<file path="config.mk">
export PLATFORM = sky130hd
export DESIGN_NAME = ctrl_top
export DESIGN_NICKNAME = d
export VERILOG_FILES = /design/src/logic/ctrl_pkg.sv /design/src/logic/cmd_decode.sv /design/src/logic/cmd_execute.sv /design/src/logic/ctrl_top.sv /design/src/logic/rsp_result.sv /design/src/logic/spi_byte_master.sv
export SDC_FILE = /design/constraint.sdc
export NUM_CORES = 1
export LEC_CHECK = 0
export BUFFER_PORTS_ARGS = -buffer_cell sky130_fd_sc_hd__buf_4
export CAP_MARGIN = 20
export CORE_ASPECT_RATIO = 0.6
export CORE_MARGIN = 5
export CORE_UTILIZATION = 52
export DETAILED_ROUTE_END_ITERATION = 10
export GPL_ROUTABILITY_DRIVEN = 0
export HOLD_SLACK_MARGIN = 0.12
export PLACE_DENSITY = 0.68
export SLEW_MARGIN = 20
export SYNTH_ARGS = -nofsm -noshare
export SYNTH_HDL_FRONTEND = slang
export SYNTH_SLANG_ARGS = --single-unit
</file>
<file path="constraint.sdc">
create_clock -name clk_i -period 7.6 [get_ports clk_i]
set_clock_uncertainty 0.15 [all_clocks]
set_input_delay 0 -clock clk_i [delete_from_list [all_inputs] [get_ports clk_i]]
set_output_delay 0 -clock clk_i [all_outputs]
set_load 0.005 [all_outputs]
</file>
<file path="src/logic/ctrl_pkg.sv">
// every field is one byte wide and any opcode other than OP_WR, OP_RD or OP_SPI is answered with ST_ERR_OP
`default_nettype none

package ctrl_pkg;

    typedef logic [7:0] byte_t;  // data, address, opcode and status all share this width

    typedef struct packed {
        byte_t op;
        byte_t addr;
        byte_t data;
    } cmd_t;

    typedef struct packed {
        byte_t status;
        byte_t data;
    } result_t;

    // frame is opcode, address, data
    localparam byte_t OP_WR  = 8'h01;
    // frame is opcode, address
    localparam byte_t OP_RD  = 8'h02;
    // frame is opcode, data
    localparam byte_t OP_SPI = 8'h03;

    localparam byte_t ST_OK       = 8'h00;
    localparam byte_t ST_ERR_OP   = 8'hEE;  // the data byte carries the rejected opcode
    localparam byte_t ST_ERR_ADDR = 8'hEA;  // the data byte carries the rejected address

endpackage

`default_nettype wire

</file>
<file path="src/logic/cmd_decode.sv">
// one finished frame is held until taken and any byte that arrives while it waits is dropped and flags ovr_o
`timescale 1ns/1ps
`default_nettype none

module cmd_decode (
    input  logic            clk_i,
    input  logic            rst_n_i,
    input  logic            rx_valid_i,
    input  ctrl_pkg::byte_t rx_data_i,
    input  logic            cmd_take_i,
    output logic            cmd_valid_o,
    output ctrl_pkg::cmd_t  cmd_o,
    output logic            ovr_o
);

    typedef enum logic [1:0] {
        S_IDLE,
        S_ADDR,
        S_DATA,
        S_HOLD
    } state_t;

    state_t         state_q;
    state_t         first_state;
    ctrl_pkg::cmd_t cmd_q;
    logic           ovr_q;
    logic           op_load;

    // a byte in the take cycle already opens the next frame
    assign op_load = rx_valid_i &&
                     ((state_q == S_IDLE) || ((state_q == S_HOLD) && cmd_take_i));

    always_comb begin
        case (rx_data_i)
            ctrl_pkg::OP_WR,
            ctrl_pkg::OP_RD:  first_state = S_ADDR;
            ctrl_pkg::OP_SPI: first_state = S_DATA;
            default:          first_state = S_HOLD;  // unknown opcode is a one-byte frame
        endcase
    end

    always_ff @(posedge clk_i) begin
        if (!rst_n_i) begin
            state_q <= S_IDLE;
            ovr_q   <= 1'b0;
        end else begin
            case (state_q)
                S_IDLE: begin
                    if (op_load) begin
                        state_q <= first_state;
                    end
                end
                S_ADDR: begin
                    if (rx_valid_i) begin
                        state_q <= (cmd_q.op == ctrl_pkg::OP_WR) ? S_DATA : S_HOLD;
                    end
                end
                S_DATA: begin
                    if (rx_valid_i) begin
                        state_q <= S_HOLD;
                    end
                end
                S_HOLD: begin
                    if (op_load) begin
                        state_q <= first_state;
                    end else if (cmd_take_i) begin
                        state_q <= S_IDLE;
                    end else if (rx_valid_i) begin
                        ovr_q <= 1'b1;  // sticky until reset
                    end
                end
                default: state_q <= S_IDLE;
            endcase
        end
    end

    always_ff @(posedge clk_i) begin
        if (op_load) begin
            cmd_q.op <= rx_data_i;
        end
        if (rx_valid_i && (state_q == S_ADDR)) begin
            cmd_q.addr <= rx_data_i;
        end
        if (rx_valid_i && (state_q == S_DATA)) begin
            cmd_q.data <= rx_data_i;
        end
    end

    assign cmd_valid_o = (state_q == S_HOLD);
    assign cmd_o       = cmd_q;
    assign ovr_o       = ovr_q;

endmodule

`default_nettype wire

</file>
<file path="src/logic/cmd_execute.sv">
// REG_COUNT may be 1 to 256 and the bank index uses only the low address bits once the range check passes
`timescale 1ns/1ps
`default_nettype none

module cmd_execute #(
    parameter int REG_COUNT   = 8,
    parameter int SPI_CLK_DIV = 4
) (
    input  logic              clk_i,
    input  logic              rst_n_i,
    input  logic              cmd_valid_i,
    input  ctrl_pkg::cmd_t    cmd_i,
    input  logic              rsp_busy_i,
    input  logic              miso_i,
    output logic              cmd_take_o,
    output logic              res_valid_o,
    output ctrl_pkg::result_t res_o,
    output logic              spi_clk_o,
    output logic              spi_mosi_o,
    output logic              spi_cs_o
);

    localparam int AW = (REG_COUNT > 1) ? $clog2(REG_COUNT) : 1;

    typedef enum logic [1:0] {
        S_IDLE,
        S_SPI,
        S_HOLD
    } state_t;

    state_t            state_q;
    ctrl_pkg::byte_t   regs_q [REG_COUNT];
    ctrl_pkg::result_t res_q;
    ctrl_pkg::result_t imm_res;
    ctrl_pkg::byte_t   tx_q;
    ctrl_pkg::byte_t   rx_byte;
    logic [AW-1:0]     idx;
    logic              addr_ok;
    logic              is_spi;
    logic              can_take;
    logic              wr_en;
    logic              spi_start_q;
    logic              spi_done;

    assign idx     = cmd_i.addr[AW-1:0];
    assign addr_ok = ({1'b0, cmd_i.addr} < 9'(REG_COUNT));
    assign is_spi  = (cmd_i.op == ctrl_pkg::OP_SPI);

    // the pulses still high mean the frame or its result is one cycle old
    assign can_take = (state_q == S_IDLE) && cmd_valid_i && !cmd_take_o && !res_valid_o &&
                      (is_spi || !rsp_busy_i);
    assign wr_en    = can_take && (cmd_i.op == ctrl_pkg::OP_WR) && addr_ok;

    always_comb begin
        case (cmd_i.op)
            ctrl_pkg::OP_WR: begin
                imm_res = addr_ok ? '{status: ctrl_pkg::ST_OK, data: cmd_i.data}
                                  : '{status: ctrl_pkg::ST_ERR_ADDR, data: cmd_i.addr};
            end
            ctrl_pkg::OP_RD: begin
                imm_res = addr_ok ? '{status: ctrl_pkg::ST_OK, data: regs_q[idx]}
                                  : '{status: ctrl_pkg::ST_ERR_ADDR, data: cmd_i.addr};
            end
            default: imm_res = '{status: ctrl_pkg::ST_ERR_OP, data: cmd_i.op};
        endcase
    end

    always_ff @(posedge clk_i) begin
        if (!rst_n_i) begin
            for (int i = 0; i < REG_COUNT; i++) begin
                regs_q[i] <= '0;
            end
        end else if (wr_en) begin
            regs_q[idx] <= cmd_i.data;
        end
    end

    always_ff @(posedge clk_i) begin
        if (!rst_n_i) begin
            state_q     <= S_IDLE;
            cmd_take_o  <= 1'b0;
            res_valid_o <= 1'b0;
            spi_start_q <= 1'b0;
        end else begin
            cmd_take_o  <= 1'b0;
            res_valid_o <= 1'b0;
            spi_start_q <= 1'b0;
            case (state_q)
                S_IDLE: begin
                    if (can_take) begin
                        cmd_take_o <= 1'b1;
                        if (is_spi) begin
                            spi_start_q <= 1'b1;
                            state_q     <= S_SPI;
                        end else begin
                            res_valid_o <= 1'b1;
                        end
                    end
                end
                S_SPI: begin
                    if (spi_done) begin
                        res_valid_o <= !rsp_busy_i;
                        state_q     <= rsp_busy_i ? S_HOLD : S_IDLE;
                    end
                end
                S_HOLD: begin
                    if (!rsp_busy_i) begin
                        res_valid_o <= 1'b1;
                        state_q     <= S_IDLE;
                    end
                end
                default: state_q <= S_IDLE;
            endcase
        end
    end

    always_ff @(posedge clk_i) begin
        if (can_take) begin
            res_q <= imm_res;
            tx_q  <= cmd_i.data;
        end else if ((state_q == S_SPI) && spi_done) begin
            res_q <= '{status: ctrl_pkg::ST_OK, data: rx_byte};
        end
    end

    assign res_o = res_q;

    spi_byte_master #(
        .SPI_CLK_DIV(SPI_CLK_DIV)
    ) i_spi_byte_master (
        .clk_i     (clk_i),
        .rst_n_i   (rst_n_i),
        .start_i   (spi_start_q),
        .tx_byte_i (tx_q),
        .miso_i    (miso_i),
        .done_o    (spi_done),
        .rx_byte_o (rx_byte),
        .spi_clk_o (spi_clk_o),
        .spi_mosi_o(spi_mosi_o),
        .spi_cs_o  (spi_cs_o)
    );

endmodule

`default_nettype wire

</file>
<file path="src/logic/ctrl_top.sv">
// synchronous active-low reset and rx bytes must be spaced so that decode never holds an untaken frame
`timescale 1ns/1ps
`default_nettype none

module ctrl_top #(
    parameter int REG_COUNT   = 8,
    parameter int SPI_CLK_DIV = 4
) (
    input  logic            clk_i,
    input  logic            rst_n_i,
    input  logic            rx_valid_i,
    input  ctrl_pkg::byte_t rx_data_i,
    input  logic            spi_miso_i,
    output logic            rsp_valid_o,
    output ctrl_pkg::byte_t rsp_data_o,
    output logic            ovr_o,
    output logic            spi_clk_o,
    output logic            spi_mosi_o,
    output logic            spi_cs_o
);

    logic              cmd_valid;
    ctrl_pkg::cmd_t    cmd;
    logic              cmd_take;
    logic              res_valid;
    ctrl_pkg::result_t res;
    logic              rsp_busy;

    cmd_decode i_cmd_decode (
        .clk_i      (clk_i),
        .rst_n_i    (rst_n_i),
        .rx_valid_i (rx_valid_i),
        .rx_data_i  (rx_data_i),
        .cmd_take_i (cmd_take),
        .cmd_valid_o(cmd_valid),
        .cmd_o      (cmd),
        .ovr_o      (ovr_o)
    );

    cmd_execute #(
        .REG_COUNT  (REG_COUNT),
        .SPI_CLK_DIV(SPI_CLK_DIV)
    ) i_cmd_execute (
        .clk_i      (clk_i),
        .rst_n_i    (rst_n_i),
        .cmd_valid_i(cmd_valid),
        .cmd_i      (cmd),
        .rsp_busy_i (rsp_busy),
        .miso_i     (spi_miso_i),
        .cmd_take_o (cmd_take),
        .res_valid_o(res_valid),
        .res_o      (res),
        .spi_clk_o  (spi_clk_o),
        .spi_mosi_o (spi_mosi_o),
        .spi_cs_o   (spi_cs_o)
    );

    rsp_result i_rsp_result (
        .clk_i      (clk_i),
        .rst_n_i    (rst_n_i),
        .res_valid_i(res_valid),
        .res_i      (res),
        .rsp_busy_o (rsp_busy),
        .rsp_valid_o(rsp_valid_o),
        .rsp_data_o (rsp_data_o)
    );

endmodule

`default_nettype wire

</file>
<file path="src/logic/rsp_result.sv">
// a result is accepted only while rsp_busy_o is low and goes out as status then data on back-to-back cycles
`timescale 1ns/1ps
`default_nettype none

module rsp_result (
    input  logic              clk_i,
    input  logic              rst_n_i,
    input  logic              res_valid_i,
    input  ctrl_pkg::result_t res_i,
    output logic              rsp_busy_o,
    output logic              rsp_valid_o,
    output ctrl_pkg::byte_t   rsp_data_o
);

    typedef enum logic {
        S_IDLE,
        S_DATA
    } state_t;

    state_t          state_q;
    ctrl_pkg::byte_t data_q;
    logic            valid_q;

    always_ff @(posedge clk_i) begin
        if (!rst_n_i) begin
            state_q <= S_IDLE;
            valid_q <= 1'b0;
        end else begin
            valid_q <= 1'b0;
            case (state_q)
                S_IDLE: begin
                    if (res_valid_i) begin
                        state_q <= S_DATA;
                        valid_q <= 1'b1;
                    end
                end
                S_DATA: begin
                    state_q <= S_IDLE;
                    valid_q <= 1'b1;
                end
                default: state_q <= S_IDLE;
            endcase
        end
    end

    always_ff @(posedge clk_i) begin
        if ((state_q == S_IDLE) && res_valid_i) begin
            data_q     <= res_i.data;
            rsp_data_o <= res_i.status;
        end else if (state_q == S_DATA) begin
            rsp_data_o <= data_q;
        end
    end

    // covers the status cycle and the data cycle that follows it
    assign rsp_busy_o  = valid_q;
    assign rsp_valid_o = valid_q;

endmodule

`default_nettype wire

</file>
<file path="src/logic/spi_byte_master.sv">
// mode 0 only, MSB first, one active-low select and SPI_CLK_DIV clock cycles per SCLK half-period
`timescale 1ns/1ps
`default_nettype none

module spi_byte_master #(
    parameter int SPI_CLK_DIV = 4
) (
    input  logic            clk_i,
    input  logic            rst_n_i,
    input  logic            start_i,
    input  ctrl_pkg::byte_t tx_byte_i,
    input  logic            miso_i,
    output logic            done_o,
    output ctrl_pkg::byte_t rx_byte_o,
    output logic            spi_clk_o,
    output logic            spi_mosi_o,
    output logic            spi_cs_o
);

    localparam int DW = (SPI_CLK_DIV > 1) ? $clog2(SPI_CLK_DIV) : 1;

    typedef enum logic {
        S_IDLE,
        S_SHIFT
    } state_t;

    state_t          state_q;
    logic [DW-1:0]   div_q;
    logic [2:0]      bit_q;
    ctrl_pkg::byte_t tx_q;
    ctrl_pkg::byte_t rx_q;
    logic            sclk_q;
    logic            cs_q;
    logic            done_q;
    logic            half_tick;

    assign half_tick = (div_q == DW'(SPI_CLK_DIV - 1));

    always_ff @(posedge clk_i) begin
        if (!rst_n_i) begin
            state_q <= S_IDLE;
            div_q   <= '0;
            bit_q   <= '0;
            tx_q    <= '0;
            sclk_q  <= 1'b0;
            cs_q    <= 1'b1;
            done_q  <= 1'b0;
        end else begin
            done_q <= 1'b0;
            case (state_q)
                S_IDLE: begin
                    if (start_i) begin
                        state_q <= S_SHIFT;
                        cs_q    <= 1'b0;
                        tx_q    <= tx_byte_i;  // first bit is on mosi a half-period before the rising edge
                        div_q   <= '0;
                        bit_q   <= '0;
                    end
                end
                S_SHIFT: begin
                    if (half_tick) begin
                        div_q  <= '0;
                        sclk_q <= ~sclk_q;
                        if (sclk_q) begin
                            if (bit_q == 3'd7) begin
                                state_q <= S_IDLE;
                                cs_q    <= 1'b1;  // sclk is already back low here
                                done_q  <= 1'b1;
                            end else begin
                                bit_q <= bit_q + 3'd1;
                                tx_q  <= {tx_q[6:0], 1'b0};
                            end
                        end
                    end else begin
                        div_q <= div_q + 1'b1;
                    end
                end
                default: state_q <= S_IDLE;
            endcase
        end
    end

    always_ff @(posedge clk_i) begin
        if ((state_q == S_SHIFT) && half_tick && !sclk_q) begin
            rx_q <= {rx_q[6:0], miso_i};  // sampled on the rising sclk edge
        end
    end

    assign done_o     = done_q;
    assign rx_byte_o  = rx_q;
    assign spi_clk_o  = sclk_q;
    assign spi_mosi_o = tx_q[7];
    assign spi_cs_o   = cs_q;

endmodule

`default_nettype wire

</file>
==> metrics.md <==
| Metric | Value |
|---|---|
| Post-Route Utilization | 61.3% |
| Detailed Routing Iterations Pass 1 | 5 |
| Via density | 5.98 |
| Dpl ws | 4.61 ns |
| Met1 wire length | 7590 um |
| Die Width | 158 um |
| TritonCTS buffer count | 17 |
| Worst min path class | input pin to register |
| Max layer used | met4 |
| Critical path type | register to register |
| Flops & latches, synth | 160 |
| Worst setup margin | 4.61 ns |
| Reg2reg end | i_cmd_execute.regs_q[4][1]$_SDFFCE_PN0P_ |
| Via count | 4428 |
| Post-route ant nets | 0 |
| Share of the synthesized area in the top cell type | 56.8% |
| Async set-reset flop share out of synthesis | 0% |
| Cell Rows | 32 |
| Power consumption | 1.95 mW |
| Most frequent cells in the layout | edfxtp_1 (130), nor2_1 (101), nand2_1 (44) |
| Met3 Wirelength | 2100 um |
| Crit-path max FO | 29 |
| DR DRC count | 0 |
| Max Root-Sink Buffers | 2 |
| Number of clock sinks | 160 |
| Post-Synthesis Net Count | 537 |
| Core outline area | 12900 um2 |
| First DRT Iteration DRCs | 556 |
| Synth Warn # | 0 |
| Main synth FF type | edfxtp_1 |
| Largest net degree at the start of global routing | 30 |
| Crit. End Element | register |
| CP startpoint kind | register |
| Post-DP HPWL | 12200 um |
| Detail Route met2 WL | 6850 um |
| Worst endpoint required time | 7.51 ns |
| Path depth of the worst reg2reg path | 6 |
| Endpoints failing setup | 0 |
| Placed cell count | 697 |
| Cell Pwr Density | 247 nW/um2 |
| Synth area leader | edfxtp_1 |
| RSZ-0062 raised after global routing | no |
| WP data arrival | 2.90 ns |
| Worst vdd ir | 0.000141 V |
| CTS resizes | 0 |
| Layout net count | 572 |
| Netlist cell types | 52 |
| RR Startpoint | i_cmd_decode.cmd_o[19]$_DFFE_PP_ |
| N_diodes | 0 |
| Reg clk slew, reported paths | 0.07 ns |
| First-pass GRT wire length | 25500 um |
| Fill cells | 984 |
| Max frequency | 334 MHz |
| Slack of the worst reg-to-reg path | 4.61 ns |
| Slew HR | 47.0% |
| EDFF count, synth | 130 |
| Synth area leaders | edfxtp_1 (57%), dfxtp_1 (8.7%), nor2_1 (5.5%) |
| DIE HEIGHT | 99.1 um |
| Final Max Tran Viols | 0 |
| Mapped Cells | 522 |
| Final hold violation count | 0 |
| CTS root buf | clkbuf_16 |
| Seq/Total Area, Yosys | 65.5% |
| WL final | 16800 um |
| Worst-skew pair later-pin latency | 0.43 ns |
| Final Instance Count excl. Fillers | 740 |
| CTS tree | done |
| I/O Pins | 25 |
| Syn avg cell area | 13.2 um2 |
| Worst-margin pin slew | 0.791 ns |
| Layout cells sized above 1 | 16.5% |
| Most common cell after layout, fill and taps aside | edfxtp_1 |
| Max-Cap Viols | 0 |
| Status | finished clean |
| Tcrit/Tclk final | 39.4% |
| Total Routing Usage GR | 22.6% |
| Overflow after GRT | 0 |
| Number of global-route vias before repair | 4221 |
| IO buf count | 24 |
| Netlist Area Pre-Place | 6880 um2 |
| Crit path time final | 2.99 ns |
| Htree depth | 4 |
| Endpoint, Worst Hold | i_cmd_execute.i_spi_byte_master.rx_byte_o[0]$_DFFE_PP_ |
| LEAKAGE | 2.86 nW |
| Initial antenna violation count | 0 |
| Wire length per cell | 22.6 um |
| Die area | 15700 um2 |
| Initial Utilization | 53.3% |
| Hold Crit Start | spi_miso_i |
| Worst Hold Depth | 2 |
| Sum Neg Setup Slack | 0 ns |
| Area grow syn2layout | 14.9% |
[worst max path at each step]
stage | start | end | slack, ns | cells after the start
2_1_floorplan | i_cmd_decode.cmd_o[19]$_DFFE_PP_ | i_cmd_execute.regs_q[4][0]$_SDFFCE_PN0P_ | 5.03 | 7
3_3_place_gp | i_cmd_decode.cmd_o[19]$_DFFE_PP_ | i_cmd_execute.regs_q[4][5]$_SDFFCE_PN0P_ | 4.73 | 6
3_5_place_dp | i_cmd_decode.cmd_o[19]$_DFFE_PP_ | i_cmd_execute.regs_q[0][2]$_SDFFCE_PN0P_ | 4.61 | 6
4_1_cts | i_cmd_decode.cmd_o[19]$_DFFE_PP_ | i_cmd_execute.regs_q[0][3]$_SDFFCE_PN0P_ | 4.60 | 6
5_1_grt | i_cmd_decode.cmd_o[18]$_DFFE_PP_ | i_cmd_execute.regs_q[4][7]$_SDFFCE_PN0P_ | 4.43 | 6
6_report | i_cmd_decode.cmd_o[19]$_DFFE_PP_ | i_cmd_execute.regs_q[4][1]$_SDFFCE_PN0P_ | 4.61 | 6
[critical path, cell delays in order (launching register included)]
cell      delay (ns)
edfxtp_1        0.42
nor4_4          0.37
nand4_1         0.23
a21o_2          0.33
clkinv_4        0.30
nand3_4         0.15
o31ai_2         0.67
[logic make-up after synthesis]
| kind of cell | after synthesis | synth area share, % |
|---|---|---|
| buf+inv | 28 | 1.98 |
| mux | 43 | 8.22 |
| xor+xnor | 3 | 0.382 |
| fa+ha+maj | 3 | 0.546 |
| compound gates | 67 | 6.24 |
| flops | 160 | 65.5 |
| simple gates | 218 | 17.1 |
[metrics by stage]
stage	cell area [um2]	hold WS, ns
after floorplan	6880	-0.0511
after global placement	7180	0.0354
after detailed placement	7180	0.0348
after CTS	7900	0.122
after global routing	7900	0.140
final	7900	0.139
[cells in the mapped netlist, types with 2 or more instances]
master    number
a211o_1        2
a211oi_1       9
a21o_1         2
a21oi_1       17
a31oi_1        3
and2_1         5
buf_1          2
buf_2          5
clkbuf_1      12
dfxtp_1       30
edfxtp_1     130
ha_1           3
inv_1          6
mux2_2         8
mux2i_1       25
mux4_2        10
nand2_1       44
nand2b_1      15
nand3_1        6
nand4_1        3
nand4_4        8
nor2_1       101
nor2b_1        6
nor3_1         7
nor3b_1        3
nor4_1         6
o21ai_0        6
o21ai_1        9
o21bai_1       3
o22a_1         2
o22ai_1        7
o31ai_1        3
o31ai_2        2
or2_1          2
or3_1          2
xnor2_1        2
[sequential cells by signal, indices dropped and copies added, names as in the netlist, 2 cells and up, named ones only]
name and count:
i_cmd_decode.state_q 2, i_cmd_execute.i_spi_byte_master.tx_q 8, i_cmd_execute.i_spi_byte_master.bit_q 3, i_cmd_execute.regs_q 64, i_rsp_result.data_q 8, i_cmd_execute.res_o 10, i_cmd_execute.i_spi_byte_master.rx_byte_o 8, i_cmd_execute.i_spi_byte_master.div_q 2
i_cmd_decode.cmd_o 24, i_rsp_result.rsp_data_o 8, i_cmd_execute.state_q 2, i_cmd_execute.tx_q 8
[per-layer routing]
metal / GRT usage, % / up-vias
li1: - / 2001
met1: 34.9 / 2150
met2: 29.0 / 253
met3: 8.56 / 24
met4: 7.60 / 0
met5: 0 / -
[cell type report]
cell class,count,area [um2],area share (%)
multi-input combinational,334,2240,28.3
clock buffer,19,475,6.02
inverter,7,31.3,0.396
tap,170,213,2.69
timing repair buffer,37,305,3.86
sequential,160,4500,57.0
clock inverter,13,134,1.69
[what timing repair did]
action                                 4_1_cts  5_1_grt
hold buffers                                11        0
setup buffers                                0        0
endpoints found under the hold margin      131        0
[power breakdown]
part	total, mW	leakage [nW]	internal (mW)	switching, mW
logic	0.0902	1.04	0.0347	0.0555
registers	0.989	1.52	0.969	0.0202
clock network	0.871	0.306	0.502	0.369
total	1.95	2.86	1.51	0.444
(Power assumes the default switching activity.)
